===== src/verilog/dyn_pkg.sv =====
// shared widths, record constants, mode encoding and register map, imported by every readout block
`default_nettype none

package dyn_pkg;

	localparam int ADC_W    = 8;  // raw dynode adc
	localparam int SAMPLE_W = 12; // baseline corrected sample and energy
	localparam int WORD_W   = 16; // fifo and record word
	localparam int TIME_W   = 24; // event time from the detector
	localparam int DLY_W    = 4;  // programmable delay, 0 to 15

	localparam logic [WORD_W-1:0] PREAMBLE = 16'hA5A5; // start of every record
	localparam int HEADER_WORDS = 3; // preamble, count, mask

	// readout mode, picks the sample stream and the record length
	typedef enum logic [1:0] {
		MODE_ENERGY = 2'd0, // energy word only
		MODE_RAW    = 2'd1, // raw adc samples
		MODE_COR    = 2'd2, // corrected samples
		MODE_SHORT  = 2'd3  // half length corrected
	} trig_mode_t;

	localparam logic [7:0] TIME_SAT_CODE = 8'hF8; // time near end of window
	localparam logic [7:0] IDLE_CODE     = 8'hFF; // no event this cycle

	localparam logic [3:0] CFG_MODE_ADDR = 4'd1;
	localparam logic [3:0] CFG_CHAN_ADDR = 4'd2;
	localparam logic [3:0] CFG_DLY_ADDR  = 4'd3;

	// words after the header per mode, samples plus energy
	localparam logic [WORD_W-1:0] NWORDS_TAB [4] = '{16'd1, 16'd33, 16'd33, 16'd17};

endpackage

`default_nettype wire


===== src/verilog/dynode_readout.sv =====
// top level of the dynode trigger readout, wires config, delay, event latch, writer and FIFO
`timescale 1ns/1ns
`default_nettype none

module dynode_readout #(
	parameter int FIFO_DEPTH = 64, // record fifo depth
	parameter int FIX_DELAY = 4    // fixed sample delay
) (
	input wire clk,
	input wire rst,
	input wire [dyn_pkg::ADC_W-1:0] adc_raw,
	input wire [dyn_pkg::SAMPLE_W-1:0] adc_blcor,
	input wire event_strobe,
	input wire [dyn_pkg::TIME_W-1:0] event_time,
	input wire energy_load,
	input wire [dyn_pkg::SAMPLE_W-1:0] energy,
	input wire trigger,                         // external record request
	input wire cfg_wen,
	input wire [3:0] cfg_addr,
	input wire [15:0] cfg_wdata,
	output wire [7:0] mcu_code,                 // coincidence code
	output wire [dyn_pkg::WORD_W-1:0] out_data, // host read port
	output wire out_valid,
	input wire out_ready,
	output wire [15:0] drop_count               // lost records
);
	import dyn_pkg::*;

	trig_mode_t mode;                      // readout settings
	logic [1:0] chan_sel;
	logic [DLY_W-1:0] data_dly;
	logic [SAMPLE_W-1:0] sample_dly;       // delayed stream
	logic [SAMPLE_W-1:0] energy_word;      // latched energy
	logic rec_req;                         // record request
	logic [WORD_W-1:0] fifo_wdata;         // writer to fifo
	logic fifo_wen;
	logic [$clog2(FIFO_DEPTH):0] fifo_count;

	trig_config cfg_i (
		.clk(clk), .rst(rst),
		.cfg_wen(cfg_wen), .cfg_addr(cfg_addr), .cfg_wdata(cfg_wdata),
		.mode(mode), .chan_sel(chan_sel), .data_dly(data_dly)
	);

	sample_delay #(.FIX_DELAY(FIX_DELAY)) dly_i (
		.clk(clk),
		.adc_raw(adc_raw), .adc_blcor(adc_blcor),
		.mode(mode), .data_dly(data_dly),
		.sample_dly(sample_dly)
	);

	event_latch evt_i (
		.clk(clk), .rst(rst),
		.event_strobe(event_strobe), .event_time(event_time),
		.energy_load(energy_load), .energy(energy), .trigger(trigger),
		.mcu_code(mcu_code), .energy_word(energy_word), .rec_req(rec_req)
	);

	frame_writer #(.FIFO_DEPTH(FIFO_DEPTH)) wr_i (
		.clk(clk), .rst(rst),
		.rec_req(rec_req), .mode(mode), .chan_sel(chan_sel),
		.sample_dly(sample_dly), .energy_word(energy_word),
		.fifo_count(fifo_count),
		.fifo_wdata(fifo_wdata), .fifo_wen(fifo_wen), .drop_count(drop_count)
	);

	readout_fifo #(.FIFO_DEPTH(FIFO_DEPTH)) fifo_i (
		.clk(clk), .rst(rst),
		.wdata(fifo_wdata), .wen(fifo_wen), .count(fifo_count),
		.rdata(out_data), .valid(out_valid), .ready(out_ready)
	);

endmodule

`default_nettype wire


===== src/verilog/event_latch.sv =====
// per-event MCU time code, corrected energy latch and the record request to the frame writer
`timescale 1ns/1ns
`default_nettype none

module event_latch (
	input wire clk,
	input wire rst,
	input wire event_strobe,                        // event found this cycle
	input wire [dyn_pkg::TIME_W-1:0] event_time,    // event start time
	input wire energy_load,                         // energy valid strobe
	input wire [dyn_pkg::SAMPLE_W-1:0] energy,      // corrected energy
	input wire trigger,                             // external record request
	output logic [7:0] mcu_code,                    // coincidence code to the MCU
	output logic [dyn_pkg::SAMPLE_W-1:0] energy_word, // last energy seen
	output logic rec_req                            // one cycle record request
);
	import dyn_pkg::*;

	logic time_sat; // time bits 11..6 all ones

	assign time_sat = &event_time[11:6];

	// coincidence code, saturated near the window end
	always_ff @(posedge clk) begin
		if (rst) begin
			mcu_code <= IDLE_CODE;
		end else if (!event_strobe) begin
			mcu_code <= IDLE_CODE; // nothing to report
		end else if (time_sat) begin
			mcu_code <= TIME_SAT_CODE;
		end else begin
			mcu_code <= event_time[11:4]; // fine time slice
		end
	end

	// energy holds until the next load
	always_ff @(posedge clk) begin
		if (energy_load) begin
			energy_word <= energy;
		end
	end

	// request follows energy or trigger by one edge
	always_ff @(posedge clk) begin
		if (rst) begin
			rec_req <= 1'b0;
		end else begin
			rec_req <= energy_load | trigger;
		end
	end

endmodule

`default_nettype wire


===== src/verilog/frame_writer.sv =====
// builds framed readout records from delayed samples and energy and pushes them into the FIFO
`timescale 1ns/1ns
`default_nettype none

module frame_writer #(
	parameter int FIFO_DEPTH = 64
) (
	input wire clk,
	input wire rst,
	input wire rec_req,                              // record request
	input wire dyn_pkg::trig_mode_t mode,            // current readout mode
	input wire [1:0] chan_sel,                       // channel for the mask
	input wire [dyn_pkg::SAMPLE_W-1:0] sample_dly,   // delayed samples
	input wire [dyn_pkg::SAMPLE_W-1:0] energy_word,  // latched energy
	input wire [$clog2(FIFO_DEPTH):0] fifo_count,    // fifo fill level
	output logic [dyn_pkg::WORD_W-1:0] fifo_wdata,   // word to the fifo
	output logic fifo_wen,                           // fifo write
	output logic [15:0] drop_count                   // records dropped for space
);
	import dyn_pkg::*;

	localparam int SUM_W = WORD_W + 1; // room for free space arithmetic

	// state names the word being written this cycle
	typedef enum logic [2:0] {
		ST_IDLE,
		ST_PREAMBLE,
		ST_COUNT,
		ST_MASK,
		ST_DATA
	} state_t;

	state_t state;
	logic [WORD_W-1:0] rec_nwords;  // word count of this record
	logic [WORD_W-1:0] rec_mask;    // one-hot channel mask
	logic [WORD_W-1:0] data_left;   // data words still to write
	logic [SUM_W-1:0] free_words;   // empty fifo slots
	logic [SUM_W-1:0] need_words;   // slots a new record takes
	logic room_ok;
	logic accept;                   // start a record now

	assign free_words = SUM_W'(FIFO_DEPTH) - SUM_W'(fifo_count);
	assign need_words = SUM_W'(HEADER_WORDS) + SUM_W'(NWORDS_TAB[mode]);
	assign room_ok = free_words >= need_words;
	assign accept = (state == ST_IDLE) && rec_req && room_ok;

	// sequencer, requests during a record are ignored
	always_ff @(posedge clk) begin
		if (rst) begin
			state <= ST_IDLE;
			data_left <= '0;
			drop_count <= 16'd0;
		end else begin
			case (state)
				ST_IDLE: begin
					if (accept) begin
						state <= ST_PREAMBLE;
						data_left <= NWORDS_TAB[mode];
					end else if (rec_req) begin
						drop_count <= drop_count + 16'd1; // no room, whole record lost
					end
				end
				ST_PREAMBLE: state <= ST_COUNT;
				ST_COUNT: state <= ST_MASK;
				ST_MASK: state <= ST_DATA;
				ST_DATA: begin
					data_left <= data_left - 16'd1;
					if (data_left == 16'd1) begin
						state <= ST_IDLE; // energy word was the last
					end
				end
				default: state <= ST_IDLE;
			endcase
		end
	end

	// mode and channel frozen for the whole record
	always_ff @(posedge clk) begin
		if (accept) begin
			rec_nwords <= NWORDS_TAB[mode];
			rec_mask <= WORD_W'(1) << chan_sel;
		end
	end

	// word mux, one write per cycle outside idle
	always_comb begin
		fifo_wen = state != ST_IDLE;
		case (state)
			ST_PREAMBLE: fifo_wdata = PREAMBLE;
			ST_COUNT: fifo_wdata = rec_nwords;
			ST_MASK: fifo_wdata = rec_mask;
			ST_DATA: begin
				if (data_left == 16'd1) begin
					fifo_wdata = WORD_W'(energy_word); // energy closes the record
				end else begin
					fifo_wdata = WORD_W'(sample_dly);
				end
			end
			default: fifo_wdata = '0;
		endcase
	end

	// the start-of-record space check must cover every word that follows
	a_no_write_full: assert property (@(posedge clk) disable iff (rst)
		fifo_wen |-> fifo_count != FIFO_DEPTH)
		else $error("record write into full fifo, count %0d", fifo_count);

endmodule

`default_nettype wire


===== src/verilog/readout_fifo.sv =====
// synchronous record FIFO with fill count, drained by the host over a valid/ready port
`timescale 1ns/1ns
`default_nettype none

module readout_fifo #(
	parameter int FIFO_DEPTH = 64 // power of two
) (
	input wire clk,
	input wire rst,
	input wire [dyn_pkg::WORD_W-1:0] wdata,        // write word
	input wire wen,                                // write strobe
	output logic [$clog2(FIFO_DEPTH):0] count,     // words stored
	output logic [dyn_pkg::WORD_W-1:0] rdata,      // head word
	output logic valid,                            // head word present
	input wire ready                               // host takes head word
);
	import dyn_pkg::*;

	localparam int PTR_W = $clog2(FIFO_DEPTH);

	logic [WORD_W-1:0] mem [FIFO_DEPTH]; // circular buffer
	logic [PTR_W-1:0] wr_ptr;            // wraps at depth
	logic [PTR_W-1:0] rd_ptr;
	logic pop;                           // word leaves this edge

	assign valid = count != '0;
	assign rdata = mem[rd_ptr]; // holds while the host stalls
	assign pop = valid && ready;

	// storage
	always_ff @(posedge clk) begin
		if (wen) begin
			mem[wr_ptr] <= wdata;
		end
	end

	// pointers and fill count
	always_ff @(posedge clk) begin
		if (rst) begin
			wr_ptr <= '0;
			rd_ptr <= '0;
			count <= '0;
		end else begin
			if (wen) begin
				wr_ptr <= wr_ptr + 1'b1;
			end
			if (pop) begin
				rd_ptr <= rd_ptr + 1'b1;
			end
			case ({wen, pop})
				2'b10: count <= count + 1'b1;
				2'b01: count <= count - 1'b1;
				default: count <= count; // idle or both
			endcase
		end
	end

	// writer must not overrun, there is no full flag back
	a_no_write_full: assert property (@(posedge clk) disable iff (rst)
		wen |-> count < FIFO_DEPTH)
		else $error("fifo write while full");

	// a stalled head word stays put even while writes continue
	a_hold_stalled: assert property (@(posedge clk) disable iff (rst)
		valid && !ready |=> valid && $stable(rdata))
		else $error("head word changed under back-pressure");

endmodule

`default_nettype wire


===== src/verilog/sample_delay.sv =====
// selects raw or corrected samples and delays them so a record's samples sit behind its event
`timescale 1ns/1ns
`default_nettype none

module sample_delay #(
	parameter int FIX_DELAY = 4 // fixed stages, at least one
) (
	input wire clk,
	input wire [dyn_pkg::ADC_W-1:0] adc_raw,         // raw adc stream
	input wire [dyn_pkg::SAMPLE_W-1:0] adc_blcor,    // baseline corrected stream
	input wire dyn_pkg::trig_mode_t mode,            // stream choice
	input wire [dyn_pkg::DLY_W-1:0] data_dly,        // programmable tap
	output logic [dyn_pkg::SAMPLE_W-1:0] sample_dly  // delayed sample to the writer
);
	import dyn_pkg::*;

	localparam int LINE_DEPTH = 1 << DLY_W; // 16 taps

	logic [SAMPLE_W-1:0] sel_q;                 // selected stream, first stage
	logic [SAMPLE_W-1:0] fix_sr [FIX_DELAY];    // fixed delay
	logic [SAMPLE_W-1:0] line_sr [LINE_DEPTH];  // tapped line

	// stream select, raw is zero extended to sample width
	always_ff @(posedge clk) begin
		case (mode)
			MODE_RAW: sel_q <= SAMPLE_W'(adc_raw);
			default: sel_q <= adc_blcor; // energy, corrected and short
		endcase
	end

	// fixed part of the delay
	always_ff @(posedge clk) begin
		fix_sr[0] <= sel_q;
		for (int i = 1; i < FIX_DELAY; i++) begin
			fix_sr[i] <= fix_sr[i-1];
		end
	end

	// programmable part, shifted every cycle
	always_ff @(posedge clk) begin
		line_sr[0] <= fix_sr[FIX_DELAY-1];
		for (int i = 1; i < LINE_DEPTH; i++) begin
			line_sr[i] <= line_sr[i-1];
		end
	end

	// tap read, total latency FIX_DELAY + data_dly + 1
	assign sample_dly = line_sr[data_dly];

endmodule

`default_nettype wire


===== src/verilog/trig_config.sv =====
// readout settings register block, loaded over a single-cycle write port from the host side
`timescale 1ns/1ns
`default_nettype none

module trig_config (
	input wire clk,
	input wire rst,
	input wire cfg_wen,                           // write strobe
	input wire [3:0] cfg_addr,                    // register select
	input wire [15:0] cfg_wdata,                  // write data
	output dyn_pkg::trig_mode_t mode,             // readout mode
	output logic [1:0] chan_sel,                  // channel for the record mask
	output logic [dyn_pkg::DLY_W-1:0] data_dly    // delay line tap
);
	import dyn_pkg::*;

	logic wr_mode; // decoded write enables
	logic wr_chan;
	logic wr_dly;

	// address decode, unknown addresses hit nothing
	always_comb begin
		wr_mode = 1'b0;
		wr_chan = 1'b0;
		wr_dly = 1'b0;
		if (cfg_wen) begin
			case (cfg_addr)
				CFG_MODE_ADDR: wr_mode = 1'b1;
				CFG_CHAN_ADDR: wr_chan = 1'b1;
				CFG_DLY_ADDR: wr_dly = 1'b1;
				default: ; // ignored
			endcase
		end
	end

	// mode register
	always_ff @(posedge clk) begin
		if (rst) begin
			mode <= MODE_ENERGY; // energy only after reset
		end else if (wr_mode) begin
			mode <= trig_mode_t'(cfg_wdata[1:0]);
		end
	end

	// channel select register
	always_ff @(posedge clk) begin
		if (rst) begin
			chan_sel <= 2'd0;
		end else if (wr_chan) begin
			chan_sel <= cfg_wdata[1:0]; // one of four dynode channels
		end
	end

	// delay tap register
	always_ff @(posedge clk) begin
		if (rst) begin
			data_dly <= '0;
		end else if (wr_dly) begin
			data_dly <= cfg_wdata[DLY_W-1:0]; // low bits only
		end
	end

endmodule

`default_nettype wire

===== config.mk =====
export PLATFORM = sky130hd
export DESIGN_NAME = dynode_readout
export DESIGN_NICKNAME = d
export VERILOG_FILES = /design/src/verilog/dyn_pkg.sv /design/src/verilog/dynode_readout.sv /design/src/verilog/event_latch.sv /design/src/verilog/frame_writer.sv /design/src/verilog/readout_fifo.sv /design/src/verilog/sample_delay.sv /design/src/verilog/trig_config.sv
export SDC_FILE = /design/constraint.sdc
export NUM_CORES = 1
export LEC_CHECK = 0
export BUFFER_PORTS_ARGS = -buffer_cell sky130_fd_sc_hd__buf_2
export CAP_MARGIN = 20
export CORE_UTILIZATION = 61
export DETAILED_ROUTE_END_ITERATION = 8
export HOLD_SLACK_MARGIN = 0.15
export PLACE_DENSITY = 0.78
export SETUP_SLACK_MARGIN = 0.4
export SKIP_CTS_REPAIR_TIMING = 1
export SYNTH_ARGS = -nofsm -noshare
export SYNTH_HDL_FRONTEND = slang
export SYNTH_SLANG_ARGS = --single-unit

===== constraint.sdc =====
create_clock -name clk -period 5.3 [get_ports clk]
set_input_delay 0.795 -clock clk [delete_from_list [all_inputs] [get_ports clk]]
set_output_delay 0.795 -clock clk [all_outputs]
set_load 0.05 [all_outputs]

== Word-level counts from Yosys, hierarchy flattened ==
Memories as Yosys holds them, arrays and structs flattened. A register that Yosys moved wholly into a read port is not among the register bits.
Cells that the tools add are included.

* RAM bits: 1,264
* Logic and storage cells: 87
* Output and inout bits: 41
* Bits in registers: 127
* Memories kept: 3
* Input port bits: 83

* Bitwise gates (word level): 4
* Mux-type cells: 25
* Order comparisons: 2
* Reduce and logical (&&, ||, !) cells: 14
* Add/subtract/negate cells: 8
* Equality and inequality tests: 13
* Shift-type cells: 1

{| class="wikitable"
|+ Memory list
! memory !! words !! width !! read ports !! clocked after memory_dff !! wr ports !! RTL line !! RTL
|-
| fifo_i.mem || 64 || 16 || 1 || 1 || 1 || readout_fifo.sv:21 || <nowiki>logic [WORD_W-1:0] mem [FIFO_DEPTH];</nowiki>
|-
| dly_i.line_sr || 16 || 12 || 16 || 1 || 16 || sample_delay.sv:21 || <nowiki>logic [SAMPLE_W-1:0] line_sr [LINE_DEPTH];</nowiki>
|-
| dly_i.fix_sr || 4 || 12 || 4 || 0 || 4 || sample_delay.sv:20 || <nowiki>logic [SAMPLE_W-1:0] fix_sr [FIX_DELAY];</nowiki>
|}

{| class="wikitable"
|+ Operators with widths
! cell !! number
|-
| 16-bit one-hot mux with 4 select lines || 1
|-
| 16-bit two-way mux || 3
|-
| 16-bit binary-select mux with 2-bit select || 1
|-
| 16-bit one-hot mux with 2 select lines || 1
|-
| 2-bit by 16-bit adder with 17-bit output (first input constant) || 1
|-
| 17-bit >= comparator || 1
|-
| 16-bit by 1-bit adder with 16-bit output (second input constant) || 1
|-
| 16-bit by 1-bit equality test with 1-bit output (second input constant) || 1
|-
| 1-bit by 2-bit left shift with 16-bit output (first input constant) || 1
|-
| 16-bit by 1-bit subtractor with 16-bit output (second input constant) || 1
|-
| 3-bit one-hot mux with 5 select lines || 1
|-
| 7-bit one-hot mux with 2 select lines || 1
|-
| 6-bit by 1-bit adder with 6-bit output (second input constant) || 2
|-
| 12-bit two-way mux || 1
|-
| 6-bit two-way mux || 2
|-
| 3-bit two-way mux || 3
|-
| 4-bit by 2-bit equality test with 1-bit output (second input constant) || 2
|-
| 1-bit two-way mux || 8
|-
| 4-bit two-way mux || 2
|-
| 8-bit two-way mux || 1
|-
| 7-bit by 7-bit subtractor with 8-bit output (first input constant) || 1
|-
| 7-bit by 1-bit adder with 7-bit output (second input constant) || 1
|-
| 7-bit nonzero test || 1
|-
| 7-bit by 1-bit subtractor with 7-bit output (second input constant) || 1
|-
| other kinds (20) || 28
|}

== Depth between registers and ports, before layout ==
Gate-level depths: netlist of run 1.

* Depth after elaboration: 9
* Depth in mapped cells: 13
* Gate-level depth less buffers: 12

== Hierarchy ==
A second synthesis of run 1 with hierarchy kept.

* Cells, all modules: 2,618
* Area, all modules: 50,958.9 um2

{| class="wikitable"
|+ By module, submodules not included
! module !! instances !! cells an instance !! area an instance (um2)
|-
| readout_fifo || 1 || 1,874 || 40,680.3
|-
| sample_delay || 1 || 368 || 6,653.9
|-
| frame_writer || 1 || 307 || 2,623.8
|-
| event_latch || 1 || 35 || 636.9
|-
| trig_config || 1 || 34 || 364.1
|}

== Worst setup path before layout of run 1 ==
OpenSTA, ideal clock, no wires.

* Kind: register -> register
* From: register wr_i.data_left[2]
* To: memory fifo_i.mem[0][0] (data pin)
* Setup time: 702 ps
* Clock period less this slack: 4,812 ps
* Path slack: 488 ps
* Data required time: 4,598 ps
* Cell stages (with the launch flop): 7
* Arrival: 4,110 ps
* Buffers on the path: 1
* Cell sequence: dfxtp_1 nor4_2 and4b_1 nand2_1 buf_1 mux2i_1 o21ai_0

* Longest elaborated chain between the ends: 3

{| class="wikitable"
|+ Ends and longest elaborated chain
! item !! RTL line !! RTL
|-
| start: declaration || frame_writer.sv:36 || <nowiki>logic [WORD_W-1:0] data_left;</nowiki>
|-
| start signal: assignment || frame_writer.sv:58 || <nowiki>data_left <= NWORDS_TAB[mode];</nowiki>
|-
| start signal: assignment || frame_writer.sv:67 || <nowiki>data_left <= data_left - 16'd1;</nowiki>
|-
| 16-bit by 1-bit equality test with 1-bit output || frame_writer.sv:93 || <nowiki>if (data_left == 16'd1) begin</nowiki>
|-
| 12-bit two-way mux || frame_writer.sv:93 ||
|-
| 16-bit one-hot mux with 4 select lines || frame_writer.sv:88 || <nowiki>case (state)</nowiki>
|-
| named net fifo_i.wdata (one bit) || readout_fifo.sv:10 || <nowiki>input wire [dyn_pkg::WORD_W-1:0] wdata,</nowiki>
|-
| end: declaration || readout_fifo.sv:21 ||
|}

The timed path passes the listed nets, and every way through them passes these cells.

==> out/qor.json, run 1 <==
{
  "finalClockSkew": {"value": 29.96, "unit": "ps"},
  "setup_slack": {"value": 544.2, "unit": "ps"},
  "gr-usage-all-layers": {"value": 27.38, "unit": "%"},
  "timing.setup.tns": {"value": 0, "unit": "ps"},
  "synth_ff_type": {"value": "edfxtp_1"},
  "met2_wirelength": {"value": 46800, "unit": "um"},
  "numCtsBuffers": {"value": 111},
  "clock-sinks": {"value": 1183},
  "maxSlewViolCount": {"value": 0},
  "regToRegSetupSlack": {"value": 1720, "unit": "ps"},
  "critical_path_peak_fanout": {"value": 59},
  "floorplan.die_area": {"value": 71860, "unit": "sq um"},
  "fraction_of_final_layout_cells_sized_beyond_drive_strength_1": {"value": 26.09, "unit": "%"},
  "power.ir.vdd_worst": {"value": 0.0004275, "unit": "V"},
  "post-route-min-period": {"value": 4756, "unit": "ps"},
  "std_cell_rows": {"value": 97},
  "die_x": {"value": 268.1, "unit": "um"},
  "timing.fmax": {"value": 210.3, "unit": "MHz"},
  "worst_slew_pin_slew": {"value": 1011, "unit": "ps"},
  "tritoncts": {"value": "yes"},
  "vias": {"value": 22620},
  "yosys_register_bits": {"value": 1183},
  "seq_area": {"value": 32210, "unit": "sq um"},
  "io_pins": {"value": 124},
  "number_of_antenna_violations_at_the_first_check_in_global_routing": {"value": 3},
  "syn_avg_cell_area": {"value": 18.79, "unit": "sq um"},
  "edff_count_synth": {"value": 850},
  "placeableCoreArea": {"value": 70030, "unit": "sq um"},
  "drt.antenna.violating_nets": {"value": 0},
  "chipHeight": {"value": 268.1, "unit": "um"},
  "crit_path_start_kind": {"value": "flip-flop"},
  "global_route.overflow_total": {"value": 0},
  "remaining_drc_errors": {"value": 0},
  "maxCapViolCount": {"value": 0},
  "floorplan.initialDensity": {"value": 61.66, "unit": "%"},
  "area_delta_synth_final": {"value": 13.51, "unit": "%"},
  "synth_seq_area_share": {"value": 74.55, "unit": "%"},
  "dp_worst_setup_slack": {"value": 1250, "unit": "ps"},
  "min-delay-path-class": {"value": "input port to flip-flop"},
  "post-route-period-util": {"value": 89.73, "unit": "%"},
  "post-synth-top-area-cell": {"value": "edfxtp_1"},
  "drt-initial-drc-count": {"value": 2787},
  "status": {"value": "complete, no violations"},
  "netlist.area_leader.share": {"value": 59.11, "unit": "%"},
  "clkSlewWorstSetupHoldPaths": {"value": 60, "unit": "ps"},
  "placement.io_buffers": {"value": 93},
  "timing.critical_path.arrival": {"value": 3960, "unit": "ps"},
  "avgRoutedWirePerCell": {"value": 27.20, "unit": "um"},
  "grt_start_max_net_pins": {"value": 65},
  "ctsLongestPathBuffers": {"value": 3},
  "drt_first_pass_iters": {"value": 7},
  "synth.cell_area": {"value": 43180, "unit": "sq um"},
  "warnings_synthesis": {"value": 0},
  "m1WireLength": {"value": 36440, "unit": "um"},
  "drt-total-wl": {"value": 95940, "unit": "um"},
  "leakagePower": {"value": 16.36, "unit": "nW"},
  "grt_first_pass_wirelength": {"value": 143500, "unit": "um"},
  "timing.critical_path.to_type": {"value": "primary output"},
  "sum_of_met3_wire_segment_lengths_after_detailed_routing": {"value": 9371, "unit": "um"},
  "vias_per_cell": {"value": 6.414},
  "routabilityCongestion": {"value": 0.8609},
  "n_antenna_cell": {"value": 0},
  "worstPathRequired": {"value": 4510, "unit": "ps"},
  "finalSetupViolCount": {"value": 0},
  "highest-signal-layer": {"value": "met4"},
  "synth.distinct_cells": {"value": 66},
  "power_density_normalized_to_cell_area": {"value": 481.8, "unit": "nW/um^2"},
  "biggest_area_contributors_in_the_synthesized_netlist": {"value": "edfxtp_1, dfxtp_1, mux4_2"},
  "nFillCells": {"value": 4144},
  "via_count_of_the_first_global_routing_pass": {"value": 23240},
  "hold_viol": {"value": 0},
  "slew_headroom": {"value": 32.50, "unit": "%"},
  "clk_latency_worst_skew_pair": {"value": 680, "unit": "ps"},
  "post_synth_inst_count": {"value": 2298},
  "asyncSetResetFlopFracSynth": {"value": 0, "unit": "%"},
  "hpwl_dp": {"value": 56150, "unit": "um"},
  "multi_input_comb_area": {"value": 10510, "unit": "sq um"},
  "grt_setup_unrepaired": {"value": "false"},
  "worst-setup-path-type": {"value": "flip-flop to primary output"},
  "clock-root-buffer": {"value": "clkbuf_16"},
  "cts_max_level": {"value": 3},
  "final_nets": {"value": 2594}
}
[power by group]
group	internal, mW	switching [mW]
Clock	4.58	3.33
Sequential	10.9	0.233
Combinational	1.46	3.11
Total	16.9	6.67
[critical path: stages, from the launching register on]
cell and delay [ps]:
dfxtp_4 970, nor2b_1 740, a22oi_1 150, a211oi_1 810, a221o_1 300, buf_2 290
[cells by family after synthesis]
| kind of cell | after synthesis | share of synthesized area (%) |
|---|---|---|
| flops | 1183 | 74.55 |
| simple gates | 375 | 4.312 |
| mux | 315 | 14.81 |
| compound gates | 247 | 3.926 |
| buf+inv | 142 | 1.518 |
| xor+xnor | 18 | 0.3651 |
| fa+ha+maj | 17 | 0.5100 |
| other cells | 1 | 0.008684 |
[final cells by class]
class,instances,share of cell area (%)
flip-flops and latches,1183,65.71
multi-input cells,974,21.45
clock buffers,156,6.441
repair buffers,202,2.849
well taps,940,2.400
clock inverters,50,0.9828
inverters,22,0.1685
[flip-flops by register name, indices dropped and copies added, names as in the netlist, named ones only]
name	count
evt_i.energy_word	12
dly_i.line_sr	192
wr_i.data_left	16
cfg_i.chan_sel	2
wr_i.rec_nwords	2
cfg_i.data_dly	4
wr_i.drop_count	16
fifo_i.wr_ptr	6
fifo_i.count	7
evt_i.mcu_code	8
dly_i.sel_q	12
fifo_i.mem	832
dly_i.fix_sr	48
evt_i.rec_req	1
fifo_i.rd_ptr	6
cfg_i.mode	2
wr_i.state	3
wr_i.rec_mask	4
[placed cells by master (no fill, tap or decap), types with 12 or more instances in the layout]
master     count
edfxtp_1     850
dfxtp_1      327
mux4_2       258
nor2_1       125
clkbuf_16    118
buf_4         94
buf_2         93
nand2_1       62
a22oi_1       55
a21oi_1       48
mux2i_1       45
nor2b_1       32
clkbuf_1      31
nand3_1       30
o21ai_0       28
nor3_1        22
o22ai_1       21
inv_1         20
clkinv_1      20
nand2b_1      17
or2_2         16
ha_1          16
clkinv_2      15
nand4_1       14
a211oi_1      13
mux2_2        12
xor2_1        12
[metal layers]
metal / GRT usage (%) / up-vias
li1: - / 9602
met1: 37.12 / 11540
met2: 44.49 / 1260
met3: 5.645 / 217
met4: 9.853 / 0
met5: 0 / -
[path summary, 6_finish.rpt]
path                   startpoint                   end  cells after the start
setup / recovery        flip-flop           out_data[6]                      5
hold / removal          energy[9]  evt_i.energy_word[9]                      1
setup reg to reg  fifo_i.count[0]       fifo_i.count[6]                     12
hold reg to reg    dly_i.sel_q[8]    dly_i.fix_sr[0][8]                      0
[Yosys cell counts, types with 7 or more instances]
cell,n
edfxtp_1,850
dfxtp_1,333
mux4_2,258
nor2_1,125
nand2_1,62
a22oi_1,55
clkbuf_1,52
a21oi_1,51
mux2i_1,45
buf_2,37
o21ai_0,35
nor2b_1,32
nand3_1,30
nor3_1,26
o22ai_1,23
inv_1,21
nand2b_1,17
ha_1,16
or2_2,16
buf_4,14
nand4_1,14
a211oi_1,13
buf_1,13
mux2_2,12
xor2_1,12
nor4_1,10
o41ai_1,10
and2_1,8
nand3b_1,7
[metrics by stage]
step	cells	utilization [%]	total power [mW]	hold WS, ps	area (sq um)
after CTS	3523	69.90	23.60	267.8	48950
final	3527	69.99	23.62	305.3	49010
after detailed placement	3317	64.70	15.73	312.1	45310
after global placement	3304	64.52	15.50	310.4	45180
after floorplan	2299	-	14.32	309.6	43190
after global routing	3527	69.99	24.36	283.7	49010
No activity file was read; power rests on OpenSTA's default activity.
==> run 2, diff against run 1 <==
--- a/config.mk
+++ b/config.mk
@@ -7,10 +7,10 @@
 export LEC_CHECK = 0
 export BUFFER_PORTS_ARGS = -buffer_cell sky130_fd_sc_hd__buf_2
 export CAP_MARGIN = 20
-export CORE_UTILIZATION = 61
+export CORE_UTILIZATION = 65
 export DETAILED_ROUTE_END_ITERATION = 8
 export HOLD_SLACK_MARGIN = 0.15
-export PLACE_DENSITY = 0.78
+export PLACE_DENSITY = 0.83
 export SETUP_SLACK_MARGIN = 0.4
 export SKIP_CTS_REPAIR_TIMING = 1
 export SYNTH_ARGS = -nofsm -noshare
==> constraint.sdc (replaced) <==
create_clock -name clk -period 5.7 [get_ports clk]
set_input_delay 0.855 -clock clk [delete_from_list [all_inputs] [get_ports clk]]
set_output_delay 0.855 -clock clk [all_outputs]
set_load 0.05 [all_outputs]
==> run 2 against run 1 <==
Compared with the run above:
- via count is 3.2% higher
- register-to-register slack better by 300 ps
- critical endpoint is now out_data[0]
- clock power decreased by 10%
- largest cell class unchanged
- sequential power is 6% lower
- clock-buffer cell count is 6 lower
- clock skew up 9.5 ps
==> out/qor.json, run 2 (synthesized netlist as in run 1, its figures left out) <==
{
  "status": {"value": "complete, no violations"},
  "grt_setup_unrepaired": {"value": "false"},
  "sum_of_met3_wire_segment_lengths_after_detailed_routing": {"value": 10790, "unit": "um", "change": "+15%"},
  "post-route-period-util": {"value": 91.59, "unit": "%"},
  "share_clk_of_total_power": {"value": 32.8, "unit": "%", "change": "-0.7 points"},
  "chipHeight": {"value": 259.7, "unit": "um", "change": "-3.1%"},
  "cp_num_buf_inv": {"value": 2, "change": "+1"},
  "m1WireLength": {"value": 35550, "unit": "um", "change": "-2.4%"},
  "highest-signal-layer": {"value": "met5"},
  "fraction_of_final_layout_cells_sized_beyond_drive_strength_1": {"value": 26.26, "unit": "%", "change": "+0.17 points"},
  "maxCapViolCount": {"value": 0, "change": "unchanged"},
  "crit_path_start_kind": {"value": "flip-flop"},
  "drt.antenna.violating_nets": {"value": 0, "change": "unchanged"},
  "max_flop_register": {"value": "fifo_i.mem"},
  "worst-setup-path-type": {"value": "flip-flop to primary output"},
  "maxSlewViolCount": {"value": 0, "change": "unchanged"},
  "tritoncts": {"value": "yes"},
  "floorplan.die_area": {"value": 67470, "unit": "sq um", "change": "-6.1%"},
  "cp_slowest_stage_delay": {"value": 900, "unit": "ps", "change": "-70 ps"},
  "number_of_antenna_violations_at_the_first_check_in_global_routing": {"value": 1, "change": "-2"},
  "timing.critical_path.max_delay_family": {"value": "compound AO/OA/AOI/OAI gates"},
  "floorplan.initialDensity": {"value": 65.68, "unit": "%", "change": "+4.0 points"},
  "finalSetupViolCount": {"value": 0, "change": "unchanged"},
  "combPwrFrac": {"value": 19.4, "unit": "%", "change": "about the same"},
  "io_pins": {"value": 124, "change": "unchanged"},
  "vias_per_cell": {"value": 6.792, "change": "+5.9%"},
  "std_cell_rows": {"value": 94, "change": "-3.1%"},
  "avgRoutedWirePerCell": {"value": 29.35, "unit": "um", "change": "+7.9%"},
  "critical_path_peak_fanout": {"value": 49, "change": "-17%"},
  "clkSlewWorstSetupHoldPaths": {"value": 60, "unit": "ps", "change": "about the same"},
  "clock-sinks": {"value": 1183, "change": "unchanged"},
  "finalClockSkew": {"value": 39.47, "unit": "ps", "change": "+9.501 ps"},
  "power_density_normalized_to_cell_area": {"value": 445.4, "unit": "nW/um^2", "change": "-7.6%"},
  "worstPathRequired": {"value": 4850, "unit": "ps", "change": "+340 ps"},
  "n_antenna_cell": {"value": 0, "change": "unchanged"},
  "vias": {"value": 23350, "change": "+3.2%"},
  "timing.setup.tns": {"value": 0, "unit": "ps", "change": "unchanged"},
  "slew_headroom": {"value": 15.52, "unit": "%", "change": "-17 points"},
  "clk_latency_worst_skew_pair": {"value": 680, "unit": "ps", "change": "about the same"},
  "global_route.overflow_total": {"value": 0, "change": "unchanged"},
  "power.ir.vdd_worst": {"value": 0.0004171, "unit": "V", "change": "-2.4%"},
  "clock-root-buffer": {"value": "clkbuf_16"},
  "final_nets": {"value": 2583, "change": "-0.42%"},
  "timing.critical_path.to_type": {"value": "primary output"},
  "leading_cell_type_in_the_layout_fill_and_taps_excluded": {"value": "edfxtp_1"},
  "placement.cell_area": {"value": 45180, "unit": "sq um", "change": "-0.27%"},
  "cts_max_level": {"value": 3, "change": "unchanged"},
  "placement.io_buffers": {"value": 93, "change": "unchanged"},
  "ctsLongestPathBuffers": {"value": 3, "change": "unchanged"},
  "largestRegisters": {"value": "fifo_i.mem x832, dly_i.line_sr x192, dly_i.fix_sr x48"},
  "timing.fmax": {"value": 191.5, "unit": "MHz"},
  "post-route-min-period": {"value": 5221, "unit": "ps"},
  "grt_start_max_net_pins": {"value": 69, "change": "+6.2%"},
  "path_cells": {"value": "buf_4 > and2_1 > a22oi_1 > a211oi_1 > a221o_1 > buf_2"},
  "nFillCells": {"value": 3407, "change": "-18%"},
  "min-delay-path-class": {"value": "flip-flop to flip-flop"},
  "met2_wirelength": {"value": 50050, "unit": "um", "change": "+6.9%"},
  "worst_slew_pin_slew": {"value": 1235, "unit": "ps", "change": "+224.2 ps"},
  "hold_viol": {"value": 0, "change": "unchanged"},
  "die_x": {"value": 259.7, "unit": "um", "change": "-3.1%"},
  "numCtsBuffers": {"value": 107, "change": "-3.6%"},
  "critical_path.slowest_cell": {"value": "dfxtp_4"},
  "seq_area": {"value": 32210, "unit": "sq um", "change": "unchanged"},
  "p_sw_share": {"value": 28.66, "unit": "%", "change": "+0.40 points"},
  "seq_power_share": {"value": 47.8, "unit": "%", "change": "+0.7 points"},
  "placeableCoreArea": {"value": 65750, "unit": "sq um", "change": "-6.1%"},
  "post-route-cell-area": {"value": 48770, "unit": "sq um", "change": "-0.49%"},
  "hpwl_dp": {"value": 56970, "unit": "um", "change": "+1.5%"},
  "drt_first_pass_iters": {"value": 5, "change": "-2"},
  "routabilityCongestion": {"value": 0.8492, "change": "-1.4%"},
  "grt_first_pass_wirelength": {"value": 149300, "unit": "um", "change": "+4.1%"},
  "multi_input_comb_area": {"value": 10510, "unit": "sq um", "change": "unchanged"},
  "remaining_drc_errors": {"value": 0, "change": "unchanged"},
  "drt-initial-drc-count": {"value": 3435, "change": "+23%"},
  "final_cell_mix": {"value": "edfxtp_1, dfxtp_1, mux4_2"},
  "via_count_of_the_first_global_routing_pass": {"value": 23870, "change": "+2.7%"},
  "area_delta_synth_final": {"value": 12.95, "unit": "%"},
  "internal_power_consumption": {"value": 15.50, "unit": "mW", "change": "-8.5%"},
  "power.switching": {"value": 6.226, "unit": "mW", "change": "-6.7%"},
  "gr-usage-all-layers": {"value": 30.35, "unit": "%", "change": "+3.0 points"},
  "leakagePower": {"value": 16.29, "unit": "nW", "change": "-0.42%"},
  "largest_reg_flops": {"value": 832, "change": "unchanged"},
  "drt-total-wl": {"value": 100900, "unit": "um", "change": "+5.2%"},
  "timing.critical_path.arrival": {"value": 4370, "unit": "ps", "change": "+410 ps"}
}
run 2: metrics by stage:
| stage | power (mW) | hold slack (ps) | util (%) | instances | setup WS, ps |
|---|---|---|---|---|---|
| detailed placement | 14.63 | 312.1 | 68.73 | 3234 | 1436 |
| floorplan | 13.31 | 309.6 | - | 2299 | 888.4 |
| CTS | 21.68 | 308.5 | 74.08 | 3434 | 609.7 |
| global route | 22.32 | 317.5 | 74.18 | 3438 | 515.7 |
| finish | 21.72 | 312.7 | 74.18 | 3438 | 479.1 |
| global placement | 14.39 | 310.0 | 68.51 | 3222 | 1539 |
run 2: layout make-up:
class,instances,area share [%]
Sequential cell,1183,66.04
Multi-Input combinational cell,974,21.55
Clock buffer,150,6.413
Timing Repair Buffer,195,2.812
Tap cell,864,2.216
Clock inverter,50,0.8004
Inverter,22,0.1693
run 2: worst paths after layout:
check,startpoint,end,slack (ps),cells after the start
worst max-delay path,flip-flop,out_data[0],480,6
worst min-delay path,dly_i.fix_sr[3][10],dly_i.line_sr[0][10],310,0
worst max register to register,fifo_i.count[0],fifo_i.count[6],2020,11
worst min register to register,dly_i.fix_sr[3][10],dly_i.line_sr[0][10],310,0
run 2: routing by layer:
metal | up-vias | track usage (%)
li1 | 9573 | -
met1 | 11870 | 39.08
met2 | 1584 | 50.35
met3 | 319 | 6.891
met4 | 2 | 12.39
met5 | - | 0
run 2: worst register-to-register path, delay by kind of cell (launching register included):
family	cells	cell delay [ps]
mux	1	360
flops	1	450
compound gates	4	1250
simple gates	2	320
buf+inv	1	140
fa+ha+maj	3	1060
run 2: power by group through the flow:
stage	registers, mW	logic [mW]	clock network (mW)
after floorplan	10.5	2.81	0
after global placement	10.5	3.85	0
after detailed placement	10.6	4.06	0
after CTS	10.4	4.12	7.17
after global routing	10.4	4.43	7.47
final	10.4	4.22	7.12
